### src/pipe_pkg.sv
//////////////////////////////////////////////////
// Teaching pipeline shared definitions
//////////////////////////////////////////////////

package pipe_pkg;

  localparam int XLEN      = 32;   // Data and instruction width
  localparam int ADDR_W    = 10;   // Word address, 1024 words
  localparam int REG_IDX_W = 4;
  localparam int NUM_REGS  = 16;
  localparam int IMM_W     = 16;

  //////////////////////////////////////////////////
  // Instruction format
  //   [31:28] opcode  [27:24] rd  [23:20] ra
  //   [19:16] rb      [15:0]  signed immediate
  // LD  rd <- mem[ra + imm]
  // ST  mem[ra + imm] <- rb
  // BEQ/BNE compare ra with rb, target pc + 1 + imm
  //////////////////////////////////////////////////

  typedef enum logic [3:0] {
    OP_ADD  = 4'h0,
    OP_SUB  = 4'h1,
    OP_AND  = 4'h2,
    OP_OR   = 4'h3,
    OP_XOR  = 4'h4,
    OP_SLT  = 4'h5,   // Signed compare
    OP_ADDI = 4'h6,
    OP_LD   = 4'h7,
    OP_ST   = 4'h8,
    OP_BEQ  = 4'h9,
    OP_BNE  = 4'ha,
    OP_HALT = 4'hb    // 4'hc..4'hf illegal
  } opcode_e;

  typedef enum logic [2:0] {
    ALU_ADD = 3'h0,
    ALU_SUB = 3'h1,
    ALU_AND = 3'h2,
    ALU_OR  = 3'h3,
    ALU_XOR = 3'h4,
    ALU_SLT = 3'h5
  } alu_func_e;

  // Memory port command
  typedef enum logic [1:0] {
    BUS_NONE  = 2'h0,
    BUS_LOAD  = 2'h1,
    BUS_STORE = 2'h2
  } bus_cmd_e;

  typedef enum logic [1:0] {
    NO_ERROR          = 2'h0,
    HALTED_ON_HALT    = 2'h1,
    HALTED_ON_ILLEGAL = 2'h2
  } error_e;

  // ADD r0, r0, r0 for bubbles
  localparam logic [XLEN-1:0] NOOP_INST = {OP_ADD, 4'd0, 4'd0, 4'd0, 16'd0};

endpackage
### src/pipeline.sv
//////////////////////////////////////////////////
// Five-stage pipeline top level
//////////////////////////////////////////////////

`timescale 1ns/1ps

module pipeline
  import pipe_pkg::*;
(
  input  logic                 clock,
  input  logic                 reset,
  input  logic [XLEN-1:0]      mem_rdata,
  output bus_cmd_e             mem_cmd,
  output logic [ADDR_W-1:0]    mem_addr,
  output logic [XLEN-1:0]      mem_wdata,
  output logic                 commit_valid,
  output logic [ADDR_W-1:0]    commit_pc,
  output logic                 commit_wr_en,
  output logic [REG_IDX_W-1:0] commit_wr_idx,
  output logic [XLEN-1:0]      commit_wr_data,
  output error_e               error_status
);

  // Fetch and IF/ID
  logic [ADDR_W-1:0]    fetch_addr, if_id_pc;
  logic [XLEN-1:0]      if_id_inst;
  logic                 if_id_valid, id_stall;
  // ID/EX
  logic [ADDR_W-1:0]    id_ex_pc;
  logic [XLEN-1:0]      id_ex_rega, id_ex_regb, id_ex_imm;
  alu_func_e            id_ex_alu_func;
  logic [REG_IDX_W-1:0] id_ex_dest;
  logic                 id_ex_use_imm, id_ex_wr, id_ex_rd_mem, id_ex_wr_mem;
  logic                 id_ex_beq, id_ex_bne, id_ex_halt, id_ex_illegal, id_ex_valid;
  // EX/MEM
  logic                 ex_mem_take_branch;
  logic [ADDR_W-1:0]    ex_mem_target, ex_mem_pc;
  logic [XLEN-1:0]      ex_mem_result, ex_mem_store_data;
  logic [REG_IDX_W-1:0] ex_mem_dest;
  logic                 ex_mem_wr, ex_mem_rd_mem, ex_mem_wr_mem;
  logic                 ex_mem_halt, ex_mem_illegal, ex_mem_valid;
  // MEM stage and MEM/WB
  bus_cmd_e             dmem_cmd;
  logic [ADDR_W-1:0]    dmem_addr, wb_pc;
  logic                 mem_busy, wb_wr_en, wb_valid, wb_halt, wb_illegal;
  logic [REG_IDX_W-1:0] wb_wr_idx;
  logic [XLEN-1:0]      wb_wr_data;

  fetch_stage  u_fetch  (.*);
  decode_stage u_decode (.*);
  exec_stage   u_exec   (.*);
  mem_stage    u_mem    (.*);

  //////////////////////////////////////////////////
  // Shared memory port
  //////////////////////////////////////////////////
  assign mem_cmd  = (dmem_cmd == BUS_NONE) ? BUS_LOAD : dmem_cmd;     // Idle port fetches
  assign mem_addr = (dmem_cmd == BUS_NONE) ? fetch_addr : dmem_addr;

  // Commit from writeback
  assign commit_valid   = wb_valid;
  assign commit_pc      = wb_pc;
  assign commit_wr_en   = wb_wr_en;
  assign commit_wr_idx  = wb_wr_idx;
  assign commit_wr_data = wb_wr_data;

  assign error_status = wb_illegal ? HALTED_ON_ILLEGAL :
                        wb_halt    ? HALTED_ON_HALT    :
                                     NO_ERROR;

endmodule

### src/mem_stage.sv
//////////////////////////////////////////////////
// Memory access and MEM/WB register
//////////////////////////////////////////////////

`timescale 1ns/1ps

module mem_stage
  import pipe_pkg::*;
(
  input  logic                 clock,
  input  logic                 reset,
  input  logic [XLEN-1:0]      ex_mem_result,
  input  logic [XLEN-1:0]      ex_mem_store_data,
  input  logic [REG_IDX_W-1:0] ex_mem_dest,
  input  logic                 ex_mem_wr,
  input  logic                 ex_mem_rd_mem,
  input  logic                 ex_mem_wr_mem,
  input  logic                 ex_mem_halt,
  input  logic                 ex_mem_illegal,
  input  logic                 ex_mem_valid,
  input  logic [ADDR_W-1:0]    ex_mem_pc,
  input  logic [XLEN-1:0]      mem_rdata,
  output bus_cmd_e             dmem_cmd,
  output logic [ADDR_W-1:0]    dmem_addr,
  output logic [XLEN-1:0]      mem_wdata,
  output logic                 mem_busy,
  output logic                 wb_wr_en,
  output logic [REG_IDX_W-1:0] wb_wr_idx,
  output logic [XLEN-1:0]      wb_wr_data,
  output logic [ADDR_W-1:0]    wb_pc,
  output logic                 wb_valid,
  output logic                 wb_halt,
  output logic                 wb_illegal
);

  always_comb begin
    dmem_cmd = BUS_NONE;
    if (ex_mem_valid && ex_mem_rd_mem)      dmem_cmd = BUS_LOAD;
    else if (ex_mem_valid && ex_mem_wr_mem) dmem_cmd = BUS_STORE;
  end

  assign dmem_addr = ex_mem_result[ADDR_W-1:0];   // Word address from ALU
  assign mem_wdata = ex_mem_store_data;
  assign mem_busy  = dmem_cmd != BUS_NONE;        // Fetch loses the port

  //////////////////////////////////////////////////
  // MEM/WB register
  //////////////////////////////////////////////////
  always_ff @(posedge clock) begin
    if (reset) begin
      wb_valid   <= 1'b0;
      wb_wr_en   <= 1'b0;
      wb_halt    <= 1'b0;
      wb_illegal <= 1'b0;
    end else begin
      wb_valid   <= ex_mem_valid;
      wb_wr_en   <= ex_mem_valid && ex_mem_wr && ex_mem_dest != '0;
      wb_halt    <= ex_mem_valid && ex_mem_halt;
      wb_illegal <= ex_mem_valid && ex_mem_illegal;
    end
  end

  always_ff @(posedge clock) begin
    wb_wr_idx  <= ex_mem_dest;
    wb_wr_data <= ex_mem_rd_mem ? mem_rdata : ex_mem_result;   // Load data or ALU
    wb_pc      <= ex_mem_pc;
  end

endmodule

### src/exec_stage.sv
//////////////////////////////////////////////////
// Execute and EX/MEM register
//////////////////////////////////////////////////

`timescale 1ns/1ps

module exec_stage
  import pipe_pkg::*;
(
  input  logic                 clock,
  input  logic                 reset,
  input  logic [ADDR_W-1:0]    id_ex_pc,
  input  logic [XLEN-1:0]      id_ex_rega,
  input  logic [XLEN-1:0]      id_ex_regb,
  input  logic [XLEN-1:0]      id_ex_imm,
  input  alu_func_e            id_ex_alu_func,
  input  logic                 id_ex_use_imm,
  input  logic [REG_IDX_W-1:0] id_ex_dest,
  input  logic                 id_ex_wr,
  input  logic                 id_ex_rd_mem,
  input  logic                 id_ex_wr_mem,
  input  logic                 id_ex_beq,
  input  logic                 id_ex_bne,
  input  logic                 id_ex_halt,
  input  logic                 id_ex_illegal,
  input  logic                 id_ex_valid,
  output logic                 ex_mem_take_branch,
  output logic [ADDR_W-1:0]    ex_mem_target,
  output logic [XLEN-1:0]      ex_mem_result,
  output logic [XLEN-1:0]      ex_mem_store_data,
  output logic [REG_IDX_W-1:0] ex_mem_dest,
  output logic                 ex_mem_wr,
  output logic                 ex_mem_rd_mem,
  output logic                 ex_mem_wr_mem,
  output logic                 ex_mem_halt,
  output logic                 ex_mem_illegal,
  output logic                 ex_mem_valid,
  output logic [ADDR_W-1:0]    ex_mem_pc
);

  logic [XLEN-1:0] opb, alu_out;
  logic            equal, take_branch;

  assign opb = id_ex_use_imm ? id_ex_imm : id_ex_regb;

  always_comb begin
    case (id_ex_alu_func)
      ALU_SUB: alu_out = id_ex_rega - opb;
      ALU_AND: alu_out = id_ex_rega & opb;
      ALU_OR:  alu_out = id_ex_rega | opb;
      ALU_XOR: alu_out = id_ex_rega ^ opb;
      ALU_SLT: alu_out = {{(XLEN-1){1'b0}}, $signed(id_ex_rega) < $signed(opb)};
      default: alu_out = id_ex_rega + opb;   // ADD, ADDI and LD/ST address
    endcase
  end

  // Branch flags are already zero in bubbles
  assign equal       = id_ex_rega == id_ex_regb;
  assign take_branch = (id_ex_beq && equal) || (id_ex_bne && !equal);

  //////////////////////////////////////////////////
  // EX/MEM register
  //////////////////////////////////////////////////
  always_ff @(posedge clock) begin
    if (reset || ex_mem_take_branch) begin   // Drop the wrong-path instruction
      ex_mem_take_branch <= 1'b0;
      ex_mem_wr          <= 1'b0;
      ex_mem_rd_mem      <= 1'b0;
      ex_mem_wr_mem      <= 1'b0;
      ex_mem_halt        <= 1'b0;
      ex_mem_illegal     <= 1'b0;
      ex_mem_valid       <= 1'b0;
    end else begin
      ex_mem_take_branch <= take_branch;
      ex_mem_wr          <= id_ex_wr;
      ex_mem_rd_mem      <= id_ex_rd_mem;
      ex_mem_wr_mem      <= id_ex_wr_mem;
      ex_mem_halt        <= id_ex_halt;
      ex_mem_illegal     <= id_ex_illegal;
      ex_mem_valid       <= id_ex_valid;
    end
  end

  always_ff @(posedge clock) begin
    ex_mem_target     <= id_ex_pc + ADDR_W'(1) + id_ex_imm[ADDR_W-1:0];
    ex_mem_result     <= alu_out;
    ex_mem_store_data <= id_ex_regb;
    ex_mem_dest       <= id_ex_dest;
    ex_mem_pc         <= id_ex_pc;
  end

  a_one_mem_op: assert property (@(posedge clock) disable iff (reset)
    !(ex_mem_rd_mem && ex_mem_wr_mem));

endmodule

### src/decode_stage.sv
//////////////////////////////////////////////////
// Decode, hazard stall and ID/EX register
//////////////////////////////////////////////////

`timescale 1ns/1ps

module decode_stage
  import pipe_pkg::*;
(
  input  logic                 clock,
  input  logic                 reset,
  input  logic [ADDR_W-1:0]    if_id_pc,
  input  logic [XLEN-1:0]      if_id_inst,
  input  logic                 if_id_valid,
  input  logic                 ex_mem_take_branch,
  input  logic [REG_IDX_W-1:0] ex_mem_dest,
  input  logic                 ex_mem_wr,
  input  logic                 wb_wr_en,
  input  logic [REG_IDX_W-1:0] wb_wr_idx,
  input  logic [XLEN-1:0]      wb_wr_data,
  output logic                 id_stall,
  output logic [ADDR_W-1:0]    id_ex_pc,
  output logic [XLEN-1:0]      id_ex_rega,
  output logic [XLEN-1:0]      id_ex_regb,
  output logic [XLEN-1:0]      id_ex_imm,
  output alu_func_e            id_ex_alu_func,
  output logic                 id_ex_use_imm,
  output logic [REG_IDX_W-1:0] id_ex_dest,
  output logic                 id_ex_wr,
  output logic                 id_ex_rd_mem,
  output logic                 id_ex_wr_mem,
  output logic                 id_ex_beq,
  output logic                 id_ex_bne,
  output logic                 id_ex_halt,
  output logic                 id_ex_illegal,
  output logic                 id_ex_valid
);

  opcode_e              op;
  logic [REG_IDX_W-1:0] rd, ra, rb;
  logic [XLEN-1:0]      rega, regb, imm;
  alu_func_e            dec_alu_func;
  logic                 use_ra, use_rb;
  logic                 dec_use_imm, dec_wr, dec_rd_mem, dec_wr_mem;
  logic                 dec_beq, dec_bne, dec_halt, dec_illegal;

  assign op  = opcode_e'(if_id_inst[31:28]);
  assign rd  = if_id_inst[27:24];
  assign ra  = if_id_inst[23:20];
  assign rb  = if_id_inst[19:16];
  assign imm = {{(XLEN-IMM_W){if_id_inst[IMM_W-1]}}, if_id_inst[IMM_W-1:0]};  // Sign extend

  reg_file u_reg_file (
    .clock     (clock),
    .reset     (reset),
    .rd_idx_a  (ra),
    .rd_idx_b  (rb),
    .rd_data_a (rega),
    .rd_data_b (regb),
    .wr_en     (wb_wr_en),
    .wr_idx    (wb_wr_idx),
    .wr_data   (wb_wr_data)
  );

  always_comb begin
    dec_alu_func = ALU_ADD;   // Also the address adder for LD/ST
    dec_use_imm  = 1'b0;
    dec_wr       = 1'b0;
    dec_rd_mem   = 1'b0;
    dec_wr_mem   = 1'b0;
    dec_beq      = 1'b0;
    dec_bne      = 1'b0;
    dec_halt     = 1'b0;
    dec_illegal  = 1'b0;
    use_ra       = 1'b1;
    use_rb       = 1'b0;
    case (op)
      OP_ADD, OP_SUB, OP_AND, OP_OR, OP_XOR, OP_SLT: begin
        dec_wr = 1'b1;
        use_rb = 1'b1;
        case (op)
          OP_SUB:  dec_alu_func = ALU_SUB;
          OP_AND:  dec_alu_func = ALU_AND;
          OP_OR:   dec_alu_func = ALU_OR;
          OP_XOR:  dec_alu_func = ALU_XOR;
          OP_SLT:  dec_alu_func = ALU_SLT;
          default: dec_alu_func = ALU_ADD;
        endcase
      end
      OP_ADDI: begin
        dec_wr      = 1'b1;
        dec_use_imm = 1'b1;
      end
      OP_LD: begin
        dec_wr      = 1'b1;
        dec_rd_mem  = 1'b1;
        dec_use_imm = 1'b1;
      end
      OP_ST: begin
        dec_wr_mem  = 1'b1;
        dec_use_imm = 1'b1;
        use_rb      = 1'b1;   // Store data
      end
      OP_BEQ: begin
        dec_beq = 1'b1;
        use_rb  = 1'b1;
      end
      OP_BNE: begin
        dec_bne = 1'b1;
        use_rb  = 1'b1;
      end
      OP_HALT: begin
        dec_halt = 1'b1;
        use_ra   = 1'b0;
      end
      default: begin
        dec_illegal = 1'b1;
        use_ra      = 1'b0;
      end
    endcase
  end

  //////////////////////////////////////////////////
  // Hazard detection
  //////////////////////////////////////////////////

  // Source still owed by an older instruction in EX or MEM
  function automatic logic pending(input logic [REG_IDX_W-1:0] idx);
    return idx != '0 && ((id_ex_wr && id_ex_dest == idx) ||
                         (ex_mem_wr && ex_mem_dest == idx));
  endfunction

  always_comb begin
    id_stall = if_id_valid && ((use_ra && pending(ra)) || (use_rb && pending(rb)));
  end

  //////////////////////////////////////////////////
  // ID/EX register
  //////////////////////////////////////////////////
  always_ff @(posedge clock) begin
    if (reset || id_stall || ex_mem_take_branch || !if_id_valid) begin
      id_ex_valid   <= 1'b0;   // Bubble
      id_ex_wr      <= 1'b0;
      id_ex_rd_mem  <= 1'b0;
      id_ex_wr_mem  <= 1'b0;
      id_ex_beq     <= 1'b0;
      id_ex_bne     <= 1'b0;
      id_ex_halt    <= 1'b0;
      id_ex_illegal <= 1'b0;
    end else begin
      id_ex_valid   <= 1'b1;
      id_ex_wr      <= dec_wr;
      id_ex_rd_mem  <= dec_rd_mem;
      id_ex_wr_mem  <= dec_wr_mem;
      id_ex_beq     <= dec_beq;
      id_ex_bne     <= dec_bne;
      id_ex_halt    <= dec_halt;
      id_ex_illegal <= dec_illegal;
    end
  end

  always_ff @(posedge clock) begin
    id_ex_pc       <= if_id_pc;
    id_ex_rega     <= rega;
    id_ex_regb     <= regb;
    id_ex_imm      <= imm;
    id_ex_alu_func <= dec_alu_func;
    id_ex_use_imm  <= dec_use_imm;
    id_ex_dest     <= rd;
  end

endmodule

### src/fetch_stage.sv
//////////////////////////////////////////////////
// Fetch and IF/ID register
//////////////////////////////////////////////////

`timescale 1ns/1ps

module fetch_stage
  import pipe_pkg::*;
(
  input  logic              clock,
  input  logic              reset,
  input  logic [XLEN-1:0]   mem_rdata,
  input  logic              mem_busy,           // Port taken by a data access
  input  logic              id_stall,
  input  logic              ex_mem_take_branch,
  input  logic [ADDR_W-1:0] ex_mem_target,
  output logic [ADDR_W-1:0] fetch_addr,
  output logic [ADDR_W-1:0] if_id_pc,
  output logic [XLEN-1:0]   if_id_inst,
  output logic              if_id_valid
);

  logic [ADDR_W-1:0] pc;

  assign fetch_addr = pc;

  // Redirect beats hold, hold beats increment
  always_ff @(posedge clock) begin
    if (reset) begin
      pc <= '0;
    end else if (ex_mem_take_branch) begin
      pc <= ex_mem_target;
    end else if (!(id_stall || mem_busy)) begin
      pc <= pc + 1'b1;
    end
  end

  //////////////////////////////////////////////////
  // IF/ID register
  //////////////////////////////////////////////////
  always_ff @(posedge clock) begin
    if (reset || ex_mem_take_branch) begin
      if_id_valid <= 1'b0;
      if_id_inst  <= NOOP_INST;
    end else if (!id_stall) begin
      if_id_valid <= !mem_busy;                        // No word came back
      if_id_inst  <= mem_busy ? NOOP_INST : mem_rdata;
    end
  end

  always_ff @(posedge clock) begin
    if (!id_stall) if_id_pc <= pc;
  end

  // Stalled word came from pc - 1, so pc has stayed put since
  a_pc_hold_on_stall: assert property (@(posedge clock) disable iff (reset)
    id_stall && !ex_mem_take_branch |-> pc == if_id_pc + 1'b1);

endmodule

### src/reg_file.sv
//////////////////////////////////////////////////
// Register file
//////////////////////////////////////////////////

`timescale 1ns/1ps

module reg_file
  import pipe_pkg::*;
(
  input  logic                 clock,
  input  logic                 reset,
  input  logic [REG_IDX_W-1:0] rd_idx_a,
  input  logic [REG_IDX_W-1:0] rd_idx_b,
  output logic [XLEN-1:0]      rd_data_a,
  output logic [XLEN-1:0]      rd_data_b,
  input  logic                 wr_en,
  input  logic [REG_IDX_W-1:0] wr_idx,
  input  logic [XLEN-1:0]      wr_data
);

  logic [XLEN-1:0] regs [1:NUM_REGS-1];   // r0 has no storage

  function automatic logic [XLEN-1:0] read_port(input logic [REG_IDX_W-1:0] idx);
    if (idx == '0) return '0;
    if (wr_en && wr_idx == idx) return wr_data;   // Write-through to decode
    return regs[idx];
  endfunction

  always_comb begin
    rd_data_a = read_port(rd_idx_a);
    rd_data_b = read_port(rd_idx_b);
  end

  always_ff @(posedge clock) begin
    if (reset) begin
      for (int i = 1; i < NUM_REGS; i++) regs[i] <= '0;
    end else if (wr_en && wr_idx != '0) begin
      regs[wr_idx] <= wr_data;
    end
  end

  // Writeback filters out r0 before it gets here
  a_no_r0_write: assert property (@(posedge clock) disable iff (reset)
    wr_en |-> wr_idx != '0);

endmodule

### config.mk
export PLATFORM = sky130hd
export DESIGN_NAME = pipeline
export DESIGN_NICKNAME = d
export VERILOG_FILES = /design/src/pipe_pkg.sv /design/src/pipeline.sv /design/src/mem_stage.sv /design/src/exec_stage.sv /design/src/decode_stage.sv /design/src/fetch_stage.sv /design/src/reg_file.sv
export SDC_FILE = /design/constraint.sdc
export NUM_CORES = 2
export LEC_CHECK = 0
export BUFFER_PORTS_ARGS = -buffer_cell sky130_fd_sc_hd__clkbuf_2
export CELL_PAD_IN_SITES_DETAIL_PLACEMENT = 1
export CELL_PAD_IN_SITES_GLOBAL_PLACEMENT = 2
export CORE_ASPECT_RATIO = 0.8
export CORE_UTILIZATION = 40
export DETAILED_ROUTE_END_ITERATION = 6
export GPL_ROUTABILITY_DRIVEN = 0
export PLACE_DENSITY_LB_ADDON = 0.12
export SLEW_MARGIN = 40
export SYNTH_ARGS = -nofsm -noshare
export SYNTH_HDL_FRONTEND = slang
export SYNTH_SLANG_ARGS = --single-unit
### constraint.sdc
create_clock -name clock -period 3.65 [get_ports clock]
set_input_delay 0.365 -clock clock [delete_from_list [all_inputs] [get_ports clock]]
set_output_delay 0.365 -clock clock [all_outputs]
set_load 0.005 [all_outputs]
Yosys cells after proc, flatten, opt, wreduce, memory -nomap -nowiden
Memory sizes are Yosys's and may differ from the RTL's. A register that Yosys moved wholly into a read port is not among the register bits.
Cells that the tools add are included.
- $add $sub $neg: 5
- $lt $le $gt $ge: 1
- equality and inequality tests: 24
- mux-type cells: 50
- bitwise logic cells: 3
- reduce and logical (&&, ||, !) cells: 48
- operator list (operator ; count):
    two-way mux 32 bit ; 12
    one-hot mux 32 bit (5 select lines) ; 1
    adder 32 bit ; 1
    bitwise AND 32 bit ; 1
    == test 32 bit ; 1
    less-than comparator 32 bit ; 1
    bitwise OR 32 bit ; 1
    OR reduction 32 bit ; 1
    subtractor 32 bit ; 1
    XOR 32 bit ; 1
    two-way mux 10 bit ; 3
    == test 4 bit ; 6
    two-way mux 1 bit ; 24
    adder 10 x 1 -> 10 bit, second input constant ; 2
    logical AND 1 bit ; 20
    two-way mux 4 bit ; 5
    == test 4 x 3 -> 1 bit, second input constant ; 4
    == test 4 bit, second input constant ; 4
    nonzero test 4 bit ; 4
    one-hot mux 3 bit (5 select lines) ; 1
    logical NOT 4 bit ; 3
    OR reduction 12 bit ; 1
    OR reduction 11 bit ; 1
    adder 10 bit ; 1
    other kinds (15) ; 31
- register bits after elaboration: 304
- bits in writable memories: 480
- input bits: 34
- output and inout bits: 94
- logic and storage cells: 170
- memories kept: 1
- memories (memory ; depth ; width ; rd ports ; clocked after memory_dff ; write ports ; RTL line ; RTL):
    u_decode.u_reg_file.regs ; 15 ; 32 ; 2 ; 2 ; 15 ; reg_file.sv:21 ; logic [XLEN-1:0] regs [1:NUM_REGS-1];

Longest topological paths before layout
- depth after elaboration: 11
- depth in mapped cells: 16
- gate-level depth less buffers: 14

Hierarchy
From an unflattened synthesis, not the netlist that was laid out.
- cell total of the unflattened synthesis: 3499
- area total of the unflattened synthesis: 43270.2 sq um
- modules (own cells, without submodules) (module ; times used ; cells an instance ; area an instance (sq um) ; sequential area each (sq um)):
    reg_file ; 1 ; 1870 ; 28117.0 ; 15374.7
    exec_stage ; 1 ; 1107 ; 8642.0 ; 1901.8
    decode_stage ; 1 ; 180 ; 2648.8 ; 2122.0
    fetch_stage ; 1 ; 190 ; 1944.4 ; 1161.1
    mem_stage ; 1 ; 137 ; 1769.2 ; 1001.0
    pipeline ; 1 ; 15 ; 148.9 ; 0.0

Least setup slack after synthesis
No wires, ideal clock.
- path type: flip-flop to flip-flop
- start: register u_decode.id_ex_use_imm
- end: register u_exec.ex_mem_result[29]
- library setup time: 0.117 ns
- arrival: 3.779 ns
- data required time: 3.533 ns
- slack: -0.246 ns
- cell stages (with the launch flop): 14
- path buffers: 2
- cells stage by stage: dfxtp_1 -> clkbuf_1 -> clkbuf_1 -> mux2i_1 -> ha_1 -> a211oi_1 -> nor4_2 -> nor4_1 -> o41a_1 -> o21ai_1 -> and2_1 -> a31oi_1 -> o211ai_1 -> a32o_1
- longest elaborated chain between the ends: 3
- elaborated cells between the ends (all ways): 7
- those cells by class: add/sub (2); mux (2); bitwise (3)
- RTL lines (element ; RTL line ; RTL):
    start, declared ; decode_stage.sv:27 ; output logic id_ex_use_imm,
    start signal, assigned ; decode_stage.sv:168 ; id_ex_use_imm <= dec_use_imm;
    two-way mux 32 bit * ; exec_stage.sv:44 ; assign opb = id_ex_use_imm ? id_ex_imm : id_ex_regb;
    adder 32 bit (tied with other cells) ; exec_stage.sv:53 ; default: alu_out = id_ex_rega + opb;
    one-hot mux 32 bit (5 select lines) * ; exec_stage.sv:47 ; case (id_ex_alu_func)
    net u_exec.alu_out[29] ; exec_stage.sv:41 ; logic [XLEN-1:0] opb, alu_out;
    end signal, assigned ; exec_stage.sv:86 ; ex_mem_result <= alu_out;
    end, declared ; exec_stage.sv:29 ; output logic [XLEN-1:0] ex_mem_result,
The timed path passes the listed nets; every way through them passes the cells marked *.
A chain may end at the register's enable or synchronous reset.

Worst setup path in the final report
- start: register u_decode.id_ex_use_imm
- end: register u_exec.ex_mem_result[0]
- longest elaborated chain between the ends: 3
- elaborated cells between the ends (all ways): 8
- those cells by class: add/sub (2); order compare (1); mux (2); bitwise (3)
- RTL lines (element ; RTL line):
    two-way mux 32 bit * ; exec_stage.sv:44
    adder 32 bit (tied with other cells) ; exec_stage.sv:53
    one-hot mux 32 bit (5 select lines) * ; exec_stage.sv:47
    net u_exec.alu_out[0] ; exec_stage.sv:41
Marked as above.

==> impl_results.rst <==
.. list-table::
   :header-rows: 1

   * - Metric
     - Value
   * - Number of iterations in the first detailed-routing pass
     - 5
   * - Met2 WL
     - 72300 um
   * - Required @ worst endpoint
     - about 4.3 ns
   * - Cells after Synth
     - between 3000 and 4000
   * - Worst slack at placement
     - -0.472 ns
   * - Setup WS post-layout
     - around 0.083 ns
   * - Routed wire length on met3
     - ~12000 um
   * - Starting density of the core
     - 0.403
   * - Switching share of power
     - 0.334
   * - CTS tree
     - built
   * - Async set-reset flop share out of synthesis
     - 0
   * - Clock tree root buffer cell
     - clkbuf_16
   * - WS Path Type
     - reg -> reg
   * - Worst slew pin tran
     - 0.890 ns
   * - Clock network latency to the later pin of the worst-skew pair
     - 0.70 ns
   * - Detailed Place HPWL
     - between 100000 and 150000 um
   * - Crit path max-delay cell type
     - fa_1
   * - Final wirelength
     - about 160000 um
   * - Register-to-Register Path Depth
     - 15
   * - Number of buffers created by CTS
     - 89
   * - Max_slew headroom
     - 0.406
   * - Count of unresolved DRC violations after routing
     - 0
   * - Lkg Pwr
     - around 19 nW
   * - Maximum Capacitance Violations
     - 0
   * - Highest layer used for signal routing
     - met4
   * - Util after Layout
     - 0.469
   * - Total power of the final layout
     - 0.0287 W
   * - M1 wire length
     - just under 70000 um
   * - Distinct cells, synth
     - 83
   * - Number of stages on the worst hold path
     - 3
   * - Sequential share of power
     - 0.438
   * - Number of setup violations in the final report
     - 0
   * - CTS H-Tree Depth
     - 3
   * - Worst EP arrival
     - 4.20 ns
   * - Area added between synthesis and finish
     - 16.4%
   * - Number of global-route vias before repair
     - between 30000 and 40000
   * - Final net count
     - roughly 3700
   * - Number of flops mapped to enable cells by yosys
     - between 500 and 600
   * - Number of clock sinks seen by CTS
     - 824
   * - Comb power frac
     - 0.242
   * - Post-synthesis sequential element count
     - around 800
   * - FMAX
     - about 0.28 GHz
   * - Critical Path, Cell by Cell
     - mux2i_2 -> inv_1 -> ha_1 -> inv_1 -> fa_1 -> nand2b_1 -> a221oi_4 -> o211a_4 -> a2111oi_4 -> o2111ai_2 -> a41oi_4 -> nor3_1 -> buf_4 -> o21bai_1 -> a41o_1
   * - Final setup skew
     - 0.0282 ns
   * - Total of buffers placed on input and output ports
     - around 130
   * - DR WL/cell
     - around 31 um
   * - Global-route wire length before repair
     - approximately 230000 um
   * - Sequential element share of the synthesized area
     - 0.516
   * - Number of antenna violations at the first check in global routing
     - 13
   * - Pin count of the biggest net entering global routing
     - 79
   * - I/O pin cnt
     - 128
   * - Number of warnings issued by yosys
     - 0
   * - Kind of start point of the critical path
     - register
   * - Mean area per synthesized cell
     - roughly 13 sq um
   * - Residual antenna-violating net count after detailed routing
     - 0
   * - Fin. max-slew vios
     - 0
   * - Area of the placeable core
     - roughly 100000 sq um
   * - Setup crit end kind
     - register
   * - Net load switching power
     - roughly 0.0096 W
   * - Global router's overall resource usage
     - 0.296
   * - Internal cell power
     - around 0.019 W
   * - Fraction of layout cells with a size suffix above 1
     - 0.257
   * - Power density cells
     - roughly 590 nW/um^2
   * - Clock share of power
     - 0.320
   * - Aggregate global routing overflow
     - 0
   * - Clock slew at reported path FFs
     - 0.06 ns
   * - Count of standard-cell rows
     - roughly 110
   * - Placed cell areas
     - 45500 sq um
   * - Period utilization
     - 0.977
   * - Via count
     - approximately 30000
   * - Cell with the most instances on the worst path
     - inv_1
   * - Die outline height
     - slightly below 300 um
   * - Maximum VDD drop
     - 0.000375 V
   * - DIE AREA
     - ~110000 sq um
   * - Synthesized cell area
     - 42100 sq um
   * - Starting DRT DRC Count
     - between 3000 and 4000
   * - Status
     - finished clean
   * - Maximum cell stage delay along the critical path
     - around 0.44 ns
   * - Final worst path period need
     - about 3.6 ns
   * - Class of the tightest hold or removal check
     - in -> reg
   * - Worst-path maximum fanout
     - 5
   * - Via-per-instance ratio
     - ~6.0
   * - Final design area excluding fillers
     - 49000 sq um
   * - Non-Filler Instances
     - between 5000 and 6000
   * - Cells after DPL
     - approximately 4800
   * - Clk buf depth
     - 3
   * - Die boundary width
     - 365 um
   * - Number of hold violations in the final report
     - 0
   * - Most frequently used flop master after synthesis
     - edfxtp_1
## flip-flops by register name, indices dropped and copies added (netlist names), 4 cells and up, named ones only
| name | count |
|---|---|
| u_fetch.if_id_inst | 32 |
| u_exec.ex_mem_target | 10 |
| u_decode.id_ex_rega | 32 |
| u_fetch.if_id_pc | 10 |
| u_fetch.fetch_addr | 10 |
| u_exec.ex_mem_store_data | 32 |
| u_decode.id_ex_imm | 16 |
| u_decode.id_ex_pc | 10 |
| u_decode.id_ex_dest | 4 |
| u_exec.ex_mem_pc | 10 |
| u_mem.wb_wr_data | 32 |
| u_decode.u_reg_file.regs | 512 |
| u_decode.id_ex_regb | 32 |
| u_exec.ex_mem_result | 32 |
| u_mem.wb_pc | 10 |
| u_mem.wb_wr_idx | 4 |
| u_exec.ex_mem_dest | 4 |
## cells in the mapped netlist (8+ instances only)
master,count,share of area
a211oi_1,22,0.0039
a21o_1,18,0.0032
a21oi_1,223,0.027
a22oi_1,12,0.0021
a31oi_1,13,0.0019
and2_1,494,0.073
and3_1,8,0.0012
buf_1,35,0.0031
buf_2,18,0.0021
clkbuf_1,205,0.018
dfxtp_1,302,0.14
edfxtp_1,522,0.37
ha_1,107,0.032
inv_1,116,0.010
mux2_2,42,0.011
mux2i_1,18,0.0043
mux4_2,320,0.17
nand2_1,239,0.021
nand2b_1,18,0.0027
nand3_1,63,0.0075
nor2_1,113,0.010
nor2b_1,12,0.0018
nor3_1,40,0.0048
nor4_1,20,0.0030
o211ai_1,14,0.0025
o21ai_0,68,0.0081
o22ai_1,19,0.0028
o31ai_1,10,0.0018
or2_2,21,0.0031
or3_1,12,0.0018
xnor2_1,36,0.0075
xor2_1,52,0.011
## metrics by stage
stage          setup TNS [ns]  hold WS [ns]
6_report                    0        0.0407
3_3_place_gp            -1.22         0.313
5_1_grt               -0.0159        0.0293
3_5_place_dp            -2.23         0.315
4_1_cts               -0.0293        0.0112
2_1_floorplan               0         0.310
## placed cells by master, fill, tap and decap left out, drive strengths merged, types with 14 or more instances in the layout
cell type | netlist | final
a211oi | 22 | 22
a21o | 18 | 18
a21oi | 223 | 223
and2 | 494 | 494
buf | 55 | 202
clkbuf | 208 | 250
clkinv | 3 | 26
conb | 1 | 32
dfxtp | 302 | 302
dlygate4sd3 | 0 | 19
edfxtp | 522 | 522
ha | 107 | 107
inv | 117 | 123
mux2 | 42 | 42
mux2i | 18 | 18
mux4 | 320 | 320
nand2 | 239 | 239
nand2b | 18 | 18
nand3 | 63 | 63
nor2 | 113 | 113
nor3 | 40 | 40
nor4 | 23 | 23
o211ai | 14 | 14
o21ai | 73 | 73
o22ai | 19 | 19
or2 | 21 | 21
xnor2 | 36 | 36
xor2 | 52 | 52
## power by group through the flow
stage,sequential (W),combinational [W],clock (W)
after detailed placement,0.0127,0.00660,0
after global placement,0.0126,0.00650,0
final,0.0125,0.00695,0.00917
after global routing,0.0127,0.00736,0.00965
after floorplan,0.0117,0.00415,0
after CTS,0.0126,0.00670,0.00933
## worst max-delay path: cells and delay by family, from the launching register on
kind                       cells  cell delay [ns]
DFF                            1             0.39
buffers and inverters          3             0.30
muxes                          1             0.17
AOI/OAI and AO/OA              7             1.72
and+or+nand+nor                2             0.31
adders and majority gates      2             0.62
## routing by layer
layer  GRT usage  vias to the layer above
met1       0.415                    15720
met4      0.0868                        0
met5           0                        -
li1            -                    12745
met3      0.0561                      238
met2       0.467                     1275
## final cells by class
cell class	instances	area, sq um
Timing Repair Buffer	348	2670
Tap cell	1404	1760
Antenna cell	3	7.51
Sequential cell	824	21700
Clock buffer	123	2570
Fill cell	10738	55400
Multi-Input combinational cell	2174	19400
Inverter	120	454
Clock inverter	38	345
## path summary, 6_finish.rpt
kind                                from                       to  slack (ns)
setup / recovery  u_decode.id_ex_use_imm  u_exec.ex_mem_result[0]        0.08
hold / removal             mem_rdata[27]   u_fetch.if_id_inst[27]        0.04
setup reg to reg  u_decode.id_ex_use_imm  u_exec.ex_mem_result[0]        0.08
hold reg to reg      u_exec.ex_mem_pc[8]           u_mem.wb_pc[8]        0.32
## timing repair
action / CTS / global route
hold endpoints to repair: 32 / 0
gates resized for setup: 13 / 49
hold buffers: 19 / 0
setup buffers: 2 / 3
pin swaps: 1 / 12
setup endpoints to repair: 15 / 17
gates cloned: 0 / 0
## cells by family after synthesis
group,after synthesis,share of synthesized area
compound gates,497,0.0742
xor+xnor,88,0.0183
fa+ha+maj,110,0.0333
buf+inv,383,0.0350
flops,824,0.516
mux,380,0.187
other cells,1,0.0000891
simple gates,1067,0.136
Note: power is estimated with default switching activity, not from simulation.
